`config.mk`:
```
export PLATFORM = sky130hd
export DESIGN_NAME = sdramController
export DESIGN_NICKNAME = d
export VERILOG_FILES = /design/src/verilog/sdramPkg.sv /design/src/verilog/sdramController.sv
export SDC_FILE = /design/constraint.sdc
export NUM_CORES = 1
export LEC_CHECK = 0
export BUFFER_PORTS_ARGS = -buffer_cell sky130_fd_sc_hd__buf_2
export CORE_MARGIN = 2
export CORE_UTILIZATION = 30
export DETAILED_ROUTE_END_ITERATION = 12
export PLACE_DENSITY = 0.54
export SYNTH_ARGS = -nofsm -noshare
export SYNTH_HDL_FRONTEND = slang
export SYNTH_SLANG_ARGS = --single-unit
```
`constraint.sdc`:
```
create_clock -name clkSdr -period 4.02 [get_ports clkSdr]
set_input_delay 0.201 -clock clkSdr [delete_from_list [all_inputs] [get_ports clkSdr]]
set_output_delay 0.201 -clock clkSdr [all_outputs]
set_load 0.02 [all_outputs]
```
`src/verilog/sdramPkg.sv`:
```
package sdramPkg;

    localparam int addrWidth = 21;
    localparam int dataWidth = 32;
    localparam int byteEnWidth = 4;
    localparam int rowWidth = 11;
    localparam int bankWidth = 2;
    localparam int colWidth = 8;
    localparam int numBanks = 2 ** bankWidth;

    typedef logic [addrWidth-1:0] addrT;      // Bank, then row, then column.
    typedef logic [dataWidth-1:0] dataT;
    typedef logic [byteEnWidth-1:0] byteEnT;
    typedef logic [rowWidth-1:0] rowT;
    typedef logic [bankWidth-1:0] bankT;
    typedef logic [colWidth-1:0] colT;

    // Encoded as {ras, cas, we}, all active low.
    typedef enum logic [2:0] {
        cmdLoadMode  = 3'b000,
        cmdRefresh   = 3'b001,
        cmdPrecharge = 3'b010,
        cmdActive    = 3'b011,
        cmdWrite     = 3'b100,
        cmdRead      = 3'b101,
        cmdNop       = 3'b111
    } cmdT;

    localparam int casLatency = 2;
    localparam int tRcd = 2;
    localparam int tRp = 2;
    localparam int tRfc = 7;
    localparam int tMrd = 2;
    localparam int initWaitCycles = 100;         // Shortened power-up wait.
    localparam int refreshInterval = 300;        // Shortened refresh period.
    localparam int readLatency = 2 + tRcd + casLatency; // ACTIVE, tRcd, READ, CAS latency.

    localparam int allBanksBit = 10;             // Address bit that makes PRECHARGE hit every bank.
    localparam int modeCasLsb = 4;               // CAS latency field of the mode register.
    localparam rowT modeRegValue = rowT'(casLatency << modeCasLsb); // Burst length 1, sequential.

    localparam int initCntWidth = $clog2(initWaitCycles + 1);
    localparam int waitCntWidth = $clog2(tRfc + 1); // tRfc is the longest command gap.
    localparam int refreshCntWidth = $clog2(refreshInterval);

    typedef logic [initCntWidth-1:0] initCntT;
    typedef logic [waitCntWidth-1:0] waitCntT;
    typedef logic [refreshCntWidth-1:0] refreshCntT;

    typedef enum logic [2:0] {
        initPowerUp,
        initRefreshFirst,
        initRefreshSecond,
        initModeLoad,
        initSettle,
        initReady
    } initStateT;

    typedef enum logic [2:0] {
        ctrlIdle,
        ctrlRcdWait,
        ctrlClose,
        ctrlRpWait,
        ctrlRfcWait
    } ctrlStateT;

endpackage

```
`src/verilog/sdramController.sv`:
```
module sdramController (
    input  logic               clkSdr,
    input  logic               reset,
    input  logic               initDone,
    input  sdramPkg::cmdT      initCmd,
    input  sdramPkg::rowT      initAddr,
    input  sdramPkg::bankT     initBank,
    input  sdramPkg::addrT     addrIn,
    input  sdramPkg::addrT     addrOut,
    input  sdramPkg::byteEnT   byteEnable,
    input  sdramPkg::dataT     dataIn,
    input  logic               readEnable,
    input  sdramPkg::dataT     dqRead,
    output logic               ras,
    output logic               cas,
    output logic               we,
    output sdramPkg::bankT     bank,
    output sdramPkg::rowT      addr,
    output sdramPkg::dataT     dqWrite,
    output sdramPkg::byteEnT   dqMask,
    output logic               dqOutEnable,
    output sdramPkg::dataT     dataOut,
    output logic               readValid,
    output logic               busy
);

    sdramPkg::ctrlStateT  state;
    sdramPkg::waitCntT    waitCnt;
    sdramPkg::refreshCntT refreshCnt;
    logic                 refreshPending;
    logic                 refreshIssue;
    sdramPkg::cmdT        ctrlCmd;
    sdramPkg::cmdT        pinCmd;
    sdramPkg::bankT       ctrlBank;
    sdramPkg::rowT        ctrlAddr;
    logic                 writeReq;
    logic                 accept;
    logic                 readIssue;
    sdramPkg::addrT       reqAddr;
    sdramPkg::colT        reqCol;
    sdramPkg::dataT       reqData;
    sdramPkg::byteEnT     reqMask;
    logic                 reqWrite;
    logic [sdramPkg::casLatency-1:0] readPipe;

    assign writeReq = byteEnable != '0;                   // A write wins over a read.
    assign busy     = !initDone || state != sdramPkg::ctrlIdle || refreshPending;
    assign accept   = !busy && (writeReq || readEnable);
    assign reqAddr  = writeReq ? addrIn : addrOut;
    assign refreshIssue = state == sdramPkg::ctrlIdle && refreshPending;

    // The init sequencer owns the pins until it reports done.
    assign pinCmd      = initDone ? ctrlCmd : initCmd;
    assign {ras, cas, we} = pinCmd;
    assign bank        = initDone ? ctrlBank : initBank;
    assign addr        = initDone ? ctrlAddr : initAddr;
    assign dqWrite     = reqData;
    assign dqMask      = reqMask;
    assign readIssue   = pinCmd == sdramPkg::cmdRead;

    always_ff @(posedge clkSdr) begin
        if (reset) begin
            refreshCnt     <= sdramPkg::refreshCntT'(sdramPkg::refreshInterval - 1);
            refreshPending <= 1'b0;
        end else begin
            if (initDone) begin
                if (refreshCnt == '0) begin
                    refreshCnt <= sdramPkg::refreshCntT'(sdramPkg::refreshInterval - 1);
                end else begin
                    refreshCnt <= refreshCnt - 1'b1;
                end
            end
            if (initDone && refreshCnt == '0) begin
                refreshPending <= 1'b1;                   // Served once the current access closes.
            end else if (refreshIssue) begin
                refreshPending <= 1'b0;
            end
        end
    end

    always_ff @(posedge clkSdr) begin
        if (accept) begin
            reqCol   <= reqAddr[sdramPkg::colWidth-1:0];
            reqData  <= dataIn;
            reqMask  <= ~byteEnable;                      // The SDRAM masks are active high.
            reqWrite <= writeReq;
        end
    end

    always_ff @(posedge clkSdr) begin
        if (reset) begin
            state       <= sdramPkg::ctrlIdle;
            waitCnt     <= '0;
            ctrlCmd     <= sdramPkg::cmdNop;
            ctrlBank    <= '0;
            ctrlAddr    <= '0;
            dqOutEnable <= 1'b0;
        end else begin
            ctrlCmd     <= sdramPkg::cmdNop;
            dqOutEnable <= 1'b0;
            case (state)
                sdramPkg::ctrlIdle: begin
                    if (refreshIssue) begin
                        ctrlCmd <= sdramPkg::cmdRefresh;
                        waitCnt <= sdramPkg::waitCntT'(sdramPkg::tRfc - 1);
                        state   <= sdramPkg::ctrlRfcWait;
                    end else if (accept) begin
                        ctrlCmd  <= sdramPkg::cmdActive;
                        ctrlBank <= reqAddr[sdramPkg::addrWidth-1 -: sdramPkg::bankWidth];
                        ctrlAddr <= reqAddr[sdramPkg::colWidth +: sdramPkg::rowWidth];
                        waitCnt  <= sdramPkg::waitCntT'(sdramPkg::tRcd - 1);
                        state    <= sdramPkg::ctrlRcdWait;
                    end
                end
                sdramPkg::ctrlRcdWait: begin
                    if (waitCnt != '0) begin
                        waitCnt <= waitCnt - 1'b1;
                    end else begin
                        ctrlCmd     <= reqWrite ? sdramPkg::cmdWrite : sdramPkg::cmdRead;
                        ctrlAddr    <= sdramPkg::rowT'(reqCol); // Bit 10 low, no auto precharge.
                        dqOutEnable <= reqWrite;
                        state       <= sdramPkg::ctrlClose;
                    end
                end
                sdramPkg::ctrlClose: begin
                    ctrlCmd  <= sdramPkg::cmdPrecharge;
                    ctrlAddr <= '0;                       // Only the open bank.
                    waitCnt  <= sdramPkg::waitCntT'(sdramPkg::tRp - 1);
                    state    <= sdramPkg::ctrlRpWait;
                end
                sdramPkg::ctrlRpWait,
                sdramPkg::ctrlRfcWait: begin
                    if (waitCnt != '0) begin
                        waitCnt <= waitCnt - 1'b1;
                    end else begin
                        state <= sdramPkg::ctrlIdle;
                    end
                end
                default: begin
                    state <= sdramPkg::ctrlIdle;
                end
            endcase
        end
    end

    // readValid is high in the readLatency-th cycle after the accepting edge.
    always_ff @(posedge clkSdr) begin
        if (reset) begin
            readPipe  <= '0;
            readValid <= 1'b0;
        end else begin
            readPipe  <= {readPipe[sdramPkg::casLatency-2:0], readIssue};
            readValid <= readPipe[sdramPkg::casLatency-1];
        end
    end

    always_ff @(posedge clkSdr) begin
        if (readPipe[sdramPkg::casLatency-1]) begin
            dataOut <= dqRead;                            // Word arrives casLatency after READ.
        end
    end

endmodule

```
# [After elaboration in Yosys (flattened, before gate mapping)]
# Cells that the tools add are included.
[totals] reg_bits=113 input_bits=130
[classes] n_mux=24 n_eq_ne=11 bitwise_logic=3 n_addsub=2 reduce_logical=23
[op_table] operator="$mux 11" n=4
[op_table] operator="$pmux 11 s3" n=1
[op_table] operator="$mux 3" n=9
[op_table] operator="$mux 21" n=1
[op_table] operator="$pmux 3 s3" n=2
[op_table] operator="$pmux 3 s4" n=1
[op_table] operator="$reduce_bool 3->1" n=4
[op_table] operator="$logic_not 9->1" n=1
[op_table] operator="$mux 9" n=1
[op_table] operator="$reduce_and 3->1" n=3
[op_table] operator="$sub 9x1->9 const B" n=1
[op_table] operator="$ne 2x2->1 const B" n=4
[op_table] operator="$eq 3x2->1 const B" n=2
[op_table] operator="$eq 3x3->1 const B" n=2
[op_table] operator="$reduce_or 3->1" n=2
[op_table] operator="$mux 2" n=2
[op_table] operator="$not 4->4" n=1
[op_table] operator="$reduce_and 4->1" n=1
[op_table] operator="$reduce_bool 4->1" n=1
[op_table] operator="$eq 3x1->1 const B" n=1
[op_table] operator="$logic_and 1x1->1" n=3
[op_table] operator="$logic_not 3->1" n=1
[op_table] operator="$logic_or 1x1->1" n=3
[op_table] operator="$mux 1" n=3
[op_table] operator="other kinds (7)" n=9

# [Depth between registers and ports, before layout]
[logic_depth] ltp_word=8 mapped_depth=8

# [Worst setup path before layout]
# No wires, ideal clock.
[synth_path] path_kind="flip-flop to flip-flop" start="register state[1]" end="register reqMask[0], in the netlist dqMask[0], enable pin" arrival_ps=1726 stages_incl_launch_ff=4 setup_ps=403 required_ps=3617 path_buffers=1 setup_slack_ps=1891 cell_sequence="dfxtp_1 > clkbuf_1 > nor2_1 > o211a_1"
[synth_via] elab_chain_cells=5
[synth_rtl] item="from (decl)" line_no="sdramController.sv:27" source="sdramPkg::ctrlStateT state;"
[synth_rtl] item="from (signal assigned)" line_no="sdramController.sv:92" source="state <= sdramPkg::ctrlIdle;"
[synth_rtl] item="from (signal assigned)" line_no="sdramController.sv:106" source="state <= sdramPkg::ctrlRfcWait;"
[synth_rtl] item="from (signal assigned)" line_no="sdramController.sv:112" source="state <= sdramPkg::ctrlRcdWait;"
[synth_rtl] item="$reduce_bool 3->1" line_no="sdramController.sv:47" source="assign busy = !initDone || state != sdramPkg::ctrlIdle || refreshPending;"
[synth_rtl] item="$logic_or 1x1->1 (2 in series)" line_no="sdramController.sv:47"
[synth_rtl] item="$logic_not 1->1" line_no="sdramController.sv:48" source="assign accept = !busy && (writeReq || readEnable);"
[synth_rtl] item="$logic_and 1x1->1" line_no="sdramController.sv:48"
[synth_rtl] item="named net accept" line_no="sdramController.sv:37" source="logic accept;"
[synth_rtl] item="to (signal assigned)" line_no="sdramController.sv:85" source="reqMask <= ~byteEnable;"
[synth_rtl] item="to (decl)" line_no="sdramController.sv:42" source="sdramPkg::byteEnT reqMask;"
# The timed path passes the listed nets, and every way through them passes these cells.
# A chain may end at the register's enable or synchronous reset.

# [Worst setup path after layout]
[layout_path] start="register state[0]" end="register ctrlBank[1]"
[layout_via] elab_chain_cells=6 elab_cells_between_ends=9
[layout_rtl] item="$reduce_bool 3->1" line_no="sdramController.sv:47"
[layout_rtl] item="$logic_or 1x1->1 (2 in series)" line_no="sdramController.sv:47"
[layout_rtl] item="$logic_not 1->1" line_no="sdramController.sv:48"
[layout_rtl] item="$logic_and 1x1->1" line_no="sdramController.sv:48"
[layout_rtl] item="named net accept" line_no="sdramController.sv:37"
[layout_rtl] item="$reduce_and 3->1 (no source line)"
[layout_rtl] item="to (signal assigned)" line_no="sdramController.sv:109" source="ctrlBank <= reqAddr[sdramPkg::addrWidth-1 -: sdramPkg::bankWidth];"
[layout_rtl] item="to (decl)" line_no="sdramController.sv:34" source="sdramPkg::bankT ctrlBank;"
# The timed path passes the listed nets, and every way through them passes these cells.

==> run_results.csv <==
group,metric,value,unit
min_path,min_to,"dqMask[0]$_DFFE_PP_",
timing,relSlewSlack,55.94,%
place,dp_hpwl,8.154,mm
global_route,grt_max_degree,34,
layout,final_cell_area,6822,um2
die,die-area,15690,um2
die,start_util,30.59,%
die,fp.dieH,125.3,um
timing,hold_violations,0,
layout,final_cell_mix,"216 x buf_2, 77 x edfxtp_1, 64 x dlygate4sd3_1",
job,maxCapViolations,0,
die,fp.dieW,125.3,um
timing,setup_ws,1.754,ns
synth,yosysUniqueCellTypes,45,
synth,synth_adder_area_share,0.8508,%
clock_tree,post_cts_resized,0,
timing,skew,0.009830,ns
synth,synth_flop_cell,"edfxtp_1",
synth,synth.area.top_cells,"edfxtp_1 52%, dfxtp_1 16%, mux2_2 6.1%",
global_route,grtUsageTotal,15.08,%
synth,synth-edff-count,77,
timing,final.setup.tns,0,ns
synth,syn-num-nets,446,
critical_path,reg2reg_to,"ctrlBank[1]$_SDFFE_PP0P_",
layout,fin_cells,799,
die,pin_count,217,
clock_tree,clk_path_buf_depth,2,
clock_tree,clockRootBuffer,"clkbuf_16",
synth,ys_ff_latch,113,
route,viasPerCell,4.433,
run_status,status,"completed",
critical_path,crit_path_end_kind,"register",
pwr,power.density,457.2,nW/um2
layout,n_antenna_cell,0,
layout,drive_gt1_share,45.04,%
critical_path,regToRegSetupSlack,1.75,ns
synth,synth_compound_area_share,8.650,%
global_route,grt_pass1_vias,3714,
min_path,hold_path.class,"input port to register",
die,fp.coreArea,14420,um2
route,drtIter0Drc,147,
synth,synth_seq_area_share,68.75,%
min_path,hold_depth,2,
timing,finalSetupViolations,0,
clock_tree,post_cts_buffers,0,
layout,layout_commonest_cell,"buf_2",
clock_tree,cts_hold_buffers,64,
route,route.detailed.drc,0,
synth,avgSynthCellArea,14.09,um2
critical_path,worst_setup_path_start_kind,"register",
min_path,holdCritStartpoint,"byteEnable[0]",
route,antenna_left,0,
clock_tree,clkSinkCount,113,
synth,synth_xor_area_share,1.191,%
timing,min_period,2.266,ns
synth,synth_top_family_by_area,"multiplexers",
global_route,antenna_found_initial,0,
place,placed_cell_area,5673,um2
route,drt-pass1-iter-count,4,
timing,rsz0062_at_grt,"no",
clock_tree,cts_tree,"built",
timing,fin_crit_sh,56.37,%
pwr,p_leak,2.953,nW
clock_tree,clk_latency,0.41,ns
critical_path,crit_type,"register to register",
critical_path,reg2reg_from,"state[0]$_SDFFE_PP0P_",
critical_path,reg2reg_depth,5,
layout,area_growth,54.62,%
synth,synth.cell_area,4412,um2
place,io_buffers,216,
timing,fmax,441.3,MHz
route,route.vias.total,3542,
clock_tree,htreeDepth,4,
place,placedCellCount,703,
clock_tree,cts_buffers,17,
die,row_count,44,
pwr,p_total,3.119,mW
clock_tree,path_clk_slew,0.05,ns
critical_path,crit_required,4.34,ns
synth,synth_mux_area_share,9.302,%
route,wl,11.61,mm
synth,async_flop_share,0,%
critical_path,arrival,2.59,ns
synth,synth_top_cell_area_share,52.41,%
layout,fill_cells,1322,
global_route,grt_pass1_wl,18.20,mm
route,wire_per_inst,14.54,um
pwr,peakVddDrop,0.0003310,V
synth,ys_warn_count,0,
place,dp_slack,1.593,ns
layout,fin_util,47.29,%
place,place_congestion,0.7209,
timing,tightest_slew,0.6585,ns
synth,synth_top_area_cell,"edfxtp_1",
timing,hold_ws,0.03849,ns
global_route,grt-ovfl-total,0,
critical_path,critical_path.max_fanout,26,
layout,nNetsFinal,735,
synth,synthCells,313,
synth,yosys.area_share.simple,8.678,%
timing,slew_violations,0,
## how the worst max path moves through the flow
stage                                     to  slack, ns             startpoint
CTS                 ctrlBank[1]$_SDFFE_PP0P_       1.73  state[0]$_SDFFE_PP0P_
detailed placement  ctrlBank[1]$_SDFFE_PP0P_       1.59               initDone
finish              ctrlBank[1]$_SDFFE_PP0P_       1.75  state[0]$_SDFFE_PP0P_
floorplan                dqMask[0]$_DFFE_PP_       1.89  state[1]$_SDFFE_PP0P_
global placement    ctrlBank[1]$_SDFFE_PP0P_       1.65               initDone
global route        ctrlBank[1]$_SDFFE_PP0P_       1.52  state[0]$_SDFFE_PP0P_
## registers in the layout, indices dropped and copies added, names as in the netlist
signal and cells:
refreshPending 1, state 3, reqWrite 1, dqOutEnable 1, readValid 1, dqWrite 32
ctrlAddr 11, waitCnt 3, readPipe 2, dqMask 4, reqCol 8, ctrlBank 2
dataOut 32, refreshCnt 9, ctrlCmd 3
## per-layer routing
| layer | vias up | global-route usage, % | wire length, um |
|---|---|---|---|
| met5 | - | 0 | 0 |
| met2 | 160 | 24.87 | 5537 |
| li1 | 1749 | - | - |
| met1 | 1619 | 16.92 | 4851 |
| met3 | 14 | 6.376 | 1039 |
| met4 | 0 | 7.124 | 187 |
## worst max-delay path, cell delays in order, from the launching register on
cell      delay, ns
dfxtp_1        0.46
nor3b_2        0.35
o211a_2        0.66
buf_4          0.43
nor2_1         0.07
a211oi_1       0.19
## synth_stat cells, types with 3 or more instances
library cell	n
a211o_1	3
a21oi_1	12
a22o_1	8
buf_2	4
clkbuf_1	6
dfxtp_1	36
edfxtp_1	77
ha_1	3
inv_1	11
mux2_2	24
mux2i_1	14
nand2_1	20
nand3_1	8
nor2_1	20
nor2b_1	3
o211a_1	3
o21ai_0	6
o21ai_1	10
or3_1	5
xnor2_1	4
## cells by family (layout without fill, tap and decap cells)
logic type / after synthesis / after routing
DFF: 113 / 113
and+or+nand+nor: 74 / 74
AOI/OAI and AO/OA: 55 / 55
muxes: 38 / 38
buffers and inverters: 24 / 326
xor gates and xnor gates: 6 / 6
adders and majority gates: 3 / 3
## area by class of cell
type	instances	area (um2)	area share, %
sequential	113	3033	44.46
timing repair buffer	283	1744	25.57
multi-input combinational	176	1265	18.54
clock buffer	21	440.4	6.456
tap	184	230.2	3.375
clock inverter	11	67.56	0.9905
inverter	11	41.29	0.6053
## report_power, final
group	internal, mW	total [mW]	switching (mW)
combinational	0.212	0.469	0.256
sequential	1.34	1.38	0.0398
clock	0.775	1.27	0.496
total	2.33	3.12	0.792
Note: power is estimated with default switching activity, not from simulation.
