**config.mk**
```make
export PLATFORM = sky130hd
export DESIGN_NAME = sdramInit
export DESIGN_NICKNAME = d
export VERILOG_FILES = /design/src/verilog/sdramPkg.sv /design/src/verilog/sdramInit.sv
export SDC_FILE = /design/constraint.sdc
export NUM_CORES = 1
export LEC_CHECK = 0
export ABC_AREA = 1
export BUFFER_PORTS_ARGS = -buffer_cell sky130_fd_sc_hd__clkbuf_2
export CAP_MARGIN = 20
export CORE_MARGIN = 3
export CORE_UTILIZATION = 55
export DETAILED_ROUTE_END_ITERATION = 7
export PLACE_DENSITY = 0.87
export SLEW_MARGIN = 25
export SYNTH_ARGS = -nofsm -noshare
export SYNTH_HDL_FRONTEND = slang
export SYNTH_SLANG_ARGS = --single-unit
```
**constraint.sdc**
```tcl
create_clock -name clkSdr -period 2.8 [get_ports clkSdr]
set_input_delay 0.28 -clock clkSdr [delete_from_list [all_inputs] [get_ports clkSdr]]
set_output_delay 0.28 -clock clkSdr [all_outputs]
set_load 0.05 [all_outputs]
```
**src/verilog/sdramPkg.sv**
```systemverilog
package sdramPkg;

    localparam int addrWidth = 21;
    localparam int dataWidth = 32;
    localparam int byteEnWidth = 4;
    localparam int rowWidth = 11;
    localparam int bankWidth = 2;
    localparam int colWidth = 8;
    localparam int numBanks = 2 ** bankWidth;

    typedef logic [addrWidth-1:0] addrT;      // Bank, then row, then column.
    typedef logic [dataWidth-1:0] dataT;
    typedef logic [byteEnWidth-1:0] byteEnT;
    typedef logic [rowWidth-1:0] rowT;
    typedef logic [bankWidth-1:0] bankT;
    typedef logic [colWidth-1:0] colT;

    // Encoded as {ras, cas, we}, all active low.
    typedef enum logic [2:0] {
        cmdLoadMode  = 3'b000,
        cmdRefresh   = 3'b001,
        cmdPrecharge = 3'b010,
        cmdActive    = 3'b011,
        cmdWrite     = 3'b100,
        cmdRead      = 3'b101,
        cmdNop       = 3'b111
    } cmdT;

    localparam int casLatency = 2;
    localparam int tRcd = 2;
    localparam int tRp = 2;
    localparam int tRfc = 7;
    localparam int tMrd = 2;
    localparam int initWaitCycles = 100;         // Shortened power-up wait.
    localparam int refreshInterval = 300;        // Shortened refresh period.
    localparam int readLatency = 2 + tRcd + casLatency; // ACTIVE, tRcd, READ, CAS latency.

    localparam int allBanksBit = 10;             // Address bit that makes PRECHARGE hit every bank.
    localparam int modeCasLsb = 4;               // CAS latency field of the mode register.
    localparam rowT modeRegValue = rowT'(casLatency << modeCasLsb); // Burst length 1, sequential.

    localparam int initCntWidth = $clog2(initWaitCycles + 1);
    localparam int waitCntWidth = $clog2(tRfc + 1); // tRfc is the longest command gap.
    localparam int refreshCntWidth = $clog2(refreshInterval);

    typedef logic [initCntWidth-1:0] initCntT;
    typedef logic [waitCntWidth-1:0] waitCntT;
    typedef logic [refreshCntWidth-1:0] refreshCntT;

    typedef enum logic [2:0] {
        initPowerUp,
        initRefreshFirst,
        initRefreshSecond,
        initModeLoad,
        initSettle,
        initReady
    } initStateT;

    typedef enum logic [2:0] {
        ctrlIdle,
        ctrlRcdWait,
        ctrlClose,
        ctrlRpWait,
        ctrlRfcWait
    } ctrlStateT;

endpackage

```
**src/verilog/sdramInit.sv**
```systemverilog
module sdramInit (
    input  logic             clkSdr,
    input  logic             reset,
    output sdramPkg::cmdT    initCmd,
    output sdramPkg::rowT    initAddr,
    output sdramPkg::bankT   initBank,
    output logic             initDone
);

    sdramPkg::initStateT state;
    sdramPkg::initCntT   count;

    // Each state issues its command once the gap counter has run out.
    // The counter is loaded with the command gap minus one, so the next command
    // lands exactly that many cycles later on the SDRAM pins.
    always_ff @(posedge clkSdr) begin
        if (reset) begin
            state    <= sdramPkg::initPowerUp;
            count    <= sdramPkg::initCntT'(sdramPkg::initWaitCycles);
            initCmd  <= sdramPkg::cmdNop;
            initAddr <= '0;
            initBank <= '0;
            initDone <= 1'b0;
        end else begin
            initCmd <= sdramPkg::cmdNop;                  // Commands last one cycle.
            if (count != '0) begin
                count <= count - 1'b1;
            end else begin
                case (state)
                    sdramPkg::initPowerUp: begin
                        initCmd  <= sdramPkg::cmdPrecharge;
                        initAddr <= sdramPkg::rowT'(1 << sdramPkg::allBanksBit); // All banks.
                        count    <= sdramPkg::initCntT'(sdramPkg::tRp - 1);
                        state    <= sdramPkg::initRefreshFirst;
                    end
                    sdramPkg::initRefreshFirst: begin
                        initCmd <= sdramPkg::cmdRefresh;
                        count   <= sdramPkg::initCntT'(sdramPkg::tRfc - 1);
                        state   <= sdramPkg::initRefreshSecond;
                    end
                    sdramPkg::initRefreshSecond: begin
                        initCmd <= sdramPkg::cmdRefresh;
                        count   <= sdramPkg::initCntT'(sdramPkg::tRfc - 1);
                        state   <= sdramPkg::initModeLoad;
                    end
                    sdramPkg::initModeLoad: begin
                        initCmd  <= sdramPkg::cmdLoadMode;
                        initAddr <= sdramPkg::modeRegValue;
                        initBank <= '0;
                        count    <= sdramPkg::initCntT'(sdramPkg::tMrd); // One spare cycle for the handover.
                        state    <= sdramPkg::initSettle;
                    end
                    sdramPkg::initSettle: begin
                        initDone <= 1'b1;                 // Stays set until the next reset.
                        state    <= sdramPkg::initReady;
                    end
                    default: begin
                        state <= sdramPkg::initReady;
                    end
                endcase
            end
        end
    end

endmodule

```
-- Yosys cells after proc, flatten, opt, wreduce, memory -nomap -nowiden
Cells that the tools add are included.
- bits in registers: 25
- input port bits: 2
- logic and storage cells: 24
- add/sub/neg operators: 1
- equality and inequality tests: 4
- multiplexer cells: 5
- bitwise gates (word level): 1
- reduce and logical (&&, ||, !) cells: 8
- operator list (kind ; count):
    $pmux W11 S2 ; 1
    $pmux W7 S3 ; 1
    $pmux W3 S4 ; 1
    $pmux W3 S3 ; 1
    $mux W7 ; 1
    $reduce_bool A7 Y1 ; 1
    $sub A7 B1 Y7 const B ; 1
    $eq A3 B2 Y1 const B ; 2
    $reduce_and A2 Y1 ; 2
    $reduce_bool A4 Y1 ; 1
    $reduce_or A2 Y1 ; 2
    $eq A3 B1 Y1 const B ; 1
    $eq A3 B3 Y1 const B ; 1
    $logic_not A3 Y1 ; 1
    $reduce_bool A2 Y1 ; 1
    $not A1 Y1 ; 1

-- Depth between registers and ports, before layout
Gate-level depths: netlist of the first run.
- depth in word-level cells: 4
- depth in mapped cells: 8

-- Worst setup path after synthesis of the first run
Ideal clock, no wire load.
- path kind: reg-to-reg
- start point: reg count[1]
- end point: reg state[0]
- library setup time: 0.116 ns
- data arrival time: 1.084 ns
- data required time: 2.684 ns
- path slack: 1.600 ns
- stages on the path, launching flop included: 8
- path buffers: 1
- clock period less this slack: 1.200 ns
- cells stage by stage: dfxtp_1 > inv_1 > ha_1 > nand2_1 > nor2_4 > buf_8 > o21ai_0 > nor2_1
- cells in the longest elaborated chain, start to end: 1
- RTL lines (what ; line ; RTL):
    start: declaration ; sdramInit.sv:11 ; sdramPkg::initCntT count;
    start signal: assignment ; sdramInit.sv:19 ; count <= sdramPkg::initCntT'(sdramPkg::initWaitCycles);
    start signal: assignment ; sdramInit.sv:27 ; count <= count - 1'b1;
    start signal: assignment ; sdramInit.sv:33 ; count <= sdramPkg::initCntT'(sdramPkg::tRp - 1);
    $reduce_bool A7 Y1 ; sdramInit.sv:26 ; if (count != '0) begin
    end signal: assignment ; sdramInit.sv:34 ; state <= sdramPkg::initRefreshFirst;
    end signal: assignment ; sdramInit.sv:39 ; state <= sdramPkg::initRefreshSecond;
    end signal: assignment ; sdramInit.sv:44 ; state <= sdramPkg::initModeLoad;
    end: declaration ; sdramInit.sv:10 ; sdramPkg::initStateT state;
No other way between the ends.
A chain may end at the register's enable or synchronous reset.

-- Worst setup path in the final report of the first run
- start point: reg count[0]
- end point: reg initAddr[5]
- cells in the longest elaborated chain, start to end: 3
- RTL lines (what ; line ; RTL):
    $reduce_bool A7 Y1 ; sdramInit.sv:26 ;
    $not A1 Y1 (no line) ; n/a ;
    $reduce_and A2 Y1 (no line) ; n/a ;
    end signal: assignment ; sdramInit.sv:32 ; initAddr <= sdramPkg::rowT'(1 << sdramPkg::allBanksBit);
    end signal: assignment ; sdramInit.sv:48 ; initAddr <= sdramPkg::modeRegValue;
    end: declaration ; sdramInit.sv:5 ; output sdramPkg::rowT initAddr,
No other way between the ends.

==> reports/results.ini, run 1 <==
[timing]
final-setup-viol-count = 0
hold_viol_final = 0
fmax_mhz = 719
rsz0062_at_grt = false
period_needed_ns = 1.39
postLayoutSetupSlackWorst_ns = 1.41
fin_skew_ns = 0.00335
final_max_slew_viol_count = 0
finalCritPeriodShare_pct = 49.7
timing.hold.ws_ns = 0.287
tns_ns = 0

[clock_network]
cts-root-buf = clkbuf_4
cts_setup_buffers = 0
cts_tree = yes
insertion_delay_ns = 0.29
cts_max_level = 1
clock_path_buffers = 2
ctsResizeCount = 0
cts_made_buffers = 3
clk_pin_slew_ns = 0.10
hold_buffers = 0
clock-sinks = 16

[floorplan]
io_pins = 19
die_area_sq_um = 2040
die_h_um = 45.2
core_sq_um = 1370
die_w_um = 45.2
rows = 13
start_util_pct = 61.9

[critical_path]
critical_path_class = reg2reg
startpoint = count[0]
r2r-start = count[0]
crit_path_frequent_cell = nand2_1
reg2reg_slack_ns = 1.41
worstPathRequired_ns = 3.00
crit_path_max_fanout = 13
critical-path-top-delay-family = simple AND/OR/NAND/NOR gates
path_buf_inv = 1
worstRegToRegCells = 7
crit_chain = inv_1, ha_1, nand2_1, nor2_4, nand3_1, nand2_1, nor2_1
worst_setup_path_end_kind = flip-flop
path_depth = 7
cp_slowest_stage_delay_ns = 0.34
r2r-end = initAddr[5]
cp_slowest_cell = dfxtp_1
endpoint = initAddr[5]
crit_arrival_ns = 1.59
critPathLaunchType = flip-flop

[yosys]
ys_warn_count = 0
postSynthCellCount = 112
avgSynthCellArea_sq_um = 7.55
syn_area_sq_um = 846
ys_seq_area_share_pct = 37.9
synth.distinct_cells = 23
synth-seq-cells = 16

[power_and_ir_drop]
power_density_nw_per_um2 = 551
vdd_drop_max_uv = 328
p_leak_uw = 0.000396

[drt]
routed-via-count = 696
finalWirelength_um = 1440
drc_errors = 0
dr.pass1.iters = 4
viasPerCell = 5.16
wl_per_cell_um = 10.6
drtIter0Drc = 27
postRouteAntennaNets = 0

[placed_design]
place_worst_setup_slack_ns = 1.43
dpl.hpwl_um = 1110
portBuffers = 7
finalWeightedCongestion = 0.833

[flow_run]
max_cap_violations = 0

[global_routing]
grt_pass1_vias = 587
grt_util_all_layers_pct = 16.9
grt_max_degree = 14
grt_pass1_wl_um = 2520
grt_overflow_total = 0
antenna_found_initial = 0

[min_path]
min_path_type = in2reg

[layout]
area_growth_pct = 2.96
fin_nets = 125
n_antenna_cell = 0
layout-drive-gt1-share_pct = 19.2

[outcome]
status = completed

-- sequential cells by signal (all words and copies together) (netlist names) --
name	flops
initCmd	3
state	3
initAddr	2
count	7
initDone	1
-- metal layers --
layer,GRT usage (%),wire [um]
met5,0,0
met4,8.77,34
met3,2.39,91
met2,26.6,686
met1,22.1,624
-- stage by stage --
| stage | util [%] | power (uW) | instances | area [sq um] |
|---|---|---|---|---|
| 4_1_cts | 63.7 | 479 | 135 | 871 |
| 6_report | 63.7 | 480 | 135 | 871 |
| 3_3_place_gp | 61.1 | 328 | 131 | 835 |
| 2_1_floorplan | - | 334 | 122 | 883 |
| 3_5_place_dp | 61.1 | 330 | 131 | 835 |
| 5_1_grt | 63.7 | 499 | 135 | 871 |
-- synthesized netlist by cell type --
master    number  share of area, %
nand2_1       25                11
dfxtp_1       16                38
nor2_1        13               5.8
inv_1         12               5.3
buf_4         11               9.8
nand3_1        8               4.7
a21oi_2        4               4.1
ha_1           2               3.0
nand2_2        2               1.5
nand3_2        2               2.4
nand4_1        2               1.5
nor2_2         2               1.5
nor3_1         2               1.2
o21ai_0        2               1.2
a21oi_1        1              0.59
buf_2          1              0.59
buf_8          1               1.8
clkinv_1       1              0.44
conb_1         1              0.44
nand3_4        1               2.1
nor2_4         1               1.3
o211ai_1       1              0.89
xor2_1         1               1.0
-- layout make-up --
class / instances / area, sq um
Sequential cell: 16 / 320
Fill cell: 120 / 495
Inverter: 13 / 48.8
Clock buffer: 4 / 36.3
Tap cell: 15 / 18.8
Multi-Input combinational cell: 80 / 412
Timing Repair Buffer: 7 / 35.0
-- worst min-delay path by stage --
stage / startpoint / end / cells past startpoint
6_report: reset / state[1] / 2
5_1_grt: reset / state[2] / 2
4_1_cts: reset / state[1] / 2
3_5_place_dp: initDone / initDone / 2
3_3_place_gp: initAddr[5] / initAddr[5] / 2
2_1_floorplan: state[1] / state[2] / 2
-- cell usage in the layout (no fill, tap or decap) --
cell type / count
a21oi_1: 1
a21oi_2: 4
clkbuf_2: 7
clkbuf_4: 3
clkbuf_8: 1
clkinv_1: 1
conb_1: 11
dfxtp_1: 16
ha_1: 2
inv_1: 12
nand2_1: 25
nand2_2: 2
nand3_1: 8
nand3_2: 2
nand3_4: 1
nand4_1: 2
nor2_1: 13
nor2_2: 2
nor2_4: 1
nor3_1: 2
o211ai_1: 1
o21ai_0: 2
xor2_1: 1
-- cell families (layout without fill, tap and decap cells) --
family	Yosys count	in the layout	synth area share, %
compound gates	8	8	6.80
xor+xnor	1	1	1.04
buf+inv	26	24	17.9
simple gates	58	58	33.0
fa+ha+maj	2	2	2.96
other cells	1	11	0.443
flops	16	16	37.9
-- power by group --
group	total [uW]	leakage (uW)	internal, uW	switching (uW)
clock network	154	0.0000210	79.2	74.7
logic	78.3	0.000245	17.1	61.2
registers	248	0.000130	237	10.6
Note: power is estimated with default switching activity, not from simulation.
==> inputs of run 2 (changes only) <==
ABC_AREA = 0   (was 1)
CORE_UTILIZATION = 51   (was 55)
PLACE_DENSITY = 0.82   (was 0.87)
clock period = 1.3 ns   (was 2.8 ns; I/O delays follow)
==> run 2 against run 1 <==
The run now ends with negative setup slack left. Count of clock-buffer cells in the layout is the same. Die area up 6.5%. Worst hold slack worse by 0.077 ns. Cell count unchanged. Largest power group unchanged.
==> reports/results.ini, run 2 <==
[drt]
postRouteAntennaNets = 0  ; unchanged
viasPerCell = 6.05  ; was 5.16
wl_per_cell_um = 17.1  ; was 10.6 um
dr.pass1.iters = 4  ; unchanged
drtIter0Drc = 20  ; was 27
drc_errors = 0  ; unchanged
routed-via-count = 817  ; was 696
finalWirelength_um = 2310  ; was 1440 um

[floorplan]
rows = 14  ; was 13
die_area_sq_um = 2180  ; was 2040 sq um
die_h_um = 46.7  ; was 45.2 um
core_sq_um = 1520  ; was 1370 sq um
start_util_pct = 55.3  ; was 61.9%
io_pins = 19  ; unchanged
die_w_um = 46.7  ; was 45.2 um

[power_and_ir_drop]
vdd_drop_max_uv = 1010  ; was 328 uV
p_leak_uw = 0.000432  ; was 0.000396 uW
clkPwrFrac_pct = 27.5  ; was 32.1%
swShare_pct = 33.3  ; was 30.5%
internal_power_uw = 836  ; was 334 uW
combPwrFrac_pct = 28.2  ; was 16.3%
pwr-share-seq_pct = 44.4  ; was 51.6%
switchingPower_uw = 418  ; was 146 uW
power_density_nw_per_um2 = 1080  ; was 551 nW/um^2

[yosys]
postSynthCellCount = 94  ; was 112
synth_enable_flop_cells = 0  ; unchanged
ys_seq_area_share_pct = 38.0  ; was 37.9%
yosys.cell_count.top_type = dfxtp_1  ; was nand2_1
avgSynthCellArea_sq_um = 8.97  ; was 7.55 sq um
synth_ff_type = dfxtp_1  ; unchanged
async_flop_share_pct = 0  ; unchanged
ys_top_cells_by_count = dfxtp_1, buf_4, inv_1  ; was nand2_1, dfxtp_1, nor2_1
syn_area_sq_um = 843  ; was 846 sq um
synth_top_area_share_pct = 38.0  ; was 37.9%
synth_top_area_cell = dfxtp_1  ; unchanged
synth.top_cells.by_area = dfxtp_1, buf_4, a211oi_1, or4_1, a41oi_1  ; was dfxtp_1, nand2_1, buf_4, nor2_1, inv_1
ys_warn_count = 0  ; unchanged
synth-seq-cells = 16  ; unchanged
synth.distinct_cells = 36  ; was 23

[global_routing]
grt_max_degree = 15  ; was 14
grt_use_met3_pct = 8.98  ; was 2.39%
grt_pass1_vias = 762  ; was 587
grt_util_all_layers_pct = 22.6  ; was 16.9%
grt_use_met2_pct = 37.6  ; was 26.6%
grt_use_met1_pct = 25.6  ; was 22.1%
top_usage_layer = met2  ; unchanged
antenna_found_initial = 0  ; unchanged
grt_overflow_total = 0  ; unchanged
grt_pass1_wl_um = 3400  ; was 2520 um

[timing]
period_needed_ns = 1.49  ; was 1.39 ns
finalCritPeriodShare_pct = 114  ; was 49.7%
timing.hold.ws_ns = 0.210  ; was 0.287 ns
final_max_slew_viol_count = 0  ; unchanged
fin_skew_ns = 0.00545  ; was 0.00335 ns
fmax_mhz = 673  ; was 719 MHz
rsz0062_at_grt = true  ; was false
final-setup-viol-count = 15  ; was 0
hold_viol_final = 0  ; unchanged
postLayoutSetupSlackWorst_ns = -0.186  ; was 1.41 ns
tns_ns = -1.32  ; was 0 ns

[layout]
largest-register = count  ; unchanged
final_cells = 135  ; unchanged
final_cell_mix = buf_4, dfxtp_1, conb_1  ; was nand2_1, dfxtp_1, nor2_1
fillers = 91  ; was 120
largest_reg_flops = 7  ; unchanged
fin_nets = 124  ; was 125
n_antenna_cell = 0  ; unchanged
multi_input_area_sq_um = 549  ; was 412 sq um
top_regs = count (7), initCmd (3), state (3)  ; unchanged
seq_area_sq_um = 325  ; was 320 sq um
layout-drive-gt1-share_pct = 50.4  ; was 19.2%
final_common_cell = buf_4  ; was nand2_1
area_growth_pct = 37.2  ; was 2.96%

[clock_network]
cts_tree = yes  ; unchanged
clock-sinks = 16  ; unchanged
hold_buffers = 0  ; unchanged
clock_path_buffers = 2  ; unchanged
cts_made_buffers = 3  ; unchanged
cts_max_level = 1  ; unchanged
insertion_delay_ns = 0.31  ; was 0.29 ns
clk_pin_slew_ns = 0.09  ; was 0.10 ns
cts-root-buf = clkbuf_4  ; unchanged

[critical_path]
crit_arrival_ns = 1.66  ; was 1.59 ns
cp_slowest_cell = or4_1  ; was dfxtp_1
worst_setup_path_end_kind = flip-flop  ; unchanged
crit_path_max_fanout = 4  ; was 13
endpoint = initCmd[1]  ; was initAddr[5]
cp_slowest_stage_delay_ns = 0.49  ; was 0.34 ns
reg2reg_slack_ns = -0.19  ; was 1.41 ns
worstPathRequired_ns = 1.48  ; was 3.00 ns
worstRegToRegCells = 4  ; was 7
r2r-end = initCmd[1]  ; was initAddr[5]
startpoint = count[3]  ; was count[0]
critical_path_class = reg2reg  ; unchanged
r2r-start = count[3]  ; was count[0]
critPathLaunchType = flip-flop  ; unchanged
crit_chain = buf_6, nor4_4, nand2_2, or4_1  ; was inv_1, ha_1, nand2_1, nor2_4, nand3_1, nand2_1, nor2_1

[min_path]
min_path_type = in2reg  ; unchanged
hp-start = reset  ; unchanged

[flow_run]
max_cap_violations = 0  ; unchanged

[placed_design]
place_worst_setup_slack_ns = -0.161  ; was 1.43 ns
dp.cells = 130  ; was 131
portBuffers = 7  ; unchanged
finalWeightedCongestion = 0.822  ; was 0.833
dpl.hpwl_um = 1410  ; was 1110 um

[outcome]
status = complete, but fails checks  ; was completed
violations = negative setup slack

==> run 2: what timing repair did <==
action / CTS / global route
buffers inserted: 2 / 0
endpoints found under the setup margin: 15 / 16
gates resized for setup: 11 / 15
pin swaps: 2 / 6
==> run 2: per-layer routing <==
| metal | part of all wire (%) | wire length, um |
|---|---|---|
| met5 | 0 | 0 |
| met4 | 2.5 | 57 |
| met3 | 7.7 | 177 |
| met2 | 52 | 1210 |
| met1 | 37 | 861 |
==> run 2: worst min path at each step <==
stage                 endpoint  slack [ns]  cells past startpoint
global placement      initDone        0.45                      2
CTS                   count[3]        0.18                      2
global route          count[3]        0.22                      2
floorplan           initCmd[0]        0.24                      1
finish                count[1]        0.21                      2
detailed placement    initDone        0.47                      2
==> run 2: kinds of logic after synthesis <==
kind of cell	share of synthesized area (%)
xor gates and xnor gates	3.12
DFF	38.0
AOI/OAI and AO/OA	19.6
buffers and inverters	14.7
adders and majority gates	2.97
and+or+nand+nor	21.2
other	0.445
==> run 2: power groups by stage <==
stage | combinational, uW | clock (uW) | sequential [uW]
2_1_floorplan | 200 | 0 | 585
3_3_place_gp | 280 | 0 | 557
3_5_place_dp | 290 | 0 | 558
4_1_cts | 312 | 343 | 550
5_1_grt | 378 | 369 | 560
6_report | 353 | 344 | 556
==> run 2: worst max-delay path: cells and delay by family (launching register included) <==
kind | cells | cell delay [ns]
and+or+nand+nor | 3 | 0.90
buffers and inverters | 1 | 0.11
DFF | 1 | 0.35
==> run 2: stage by stage <==
step           util, %  power (uW)  cell area [sq um]
6_report          75.9        1250               1160
3_3_place_gp      66.0         837               1010
5_1_grt           75.9        1310               1160
4_1_cts           72.0        1210               1100
2_1_floorplan        -         785                933
3_5_place_dp      66.0         849               1010
==> run 2: layout make-up <==
class | instances | area share, %
multi-input cells | 66 | 47.5
well taps | 16 | 1.73
flip-flops and latches | 16 | 28.1
repair buffers | 27 | 17.6
inverters | 6 | 1.95
clock buffers | 4 | 3.14
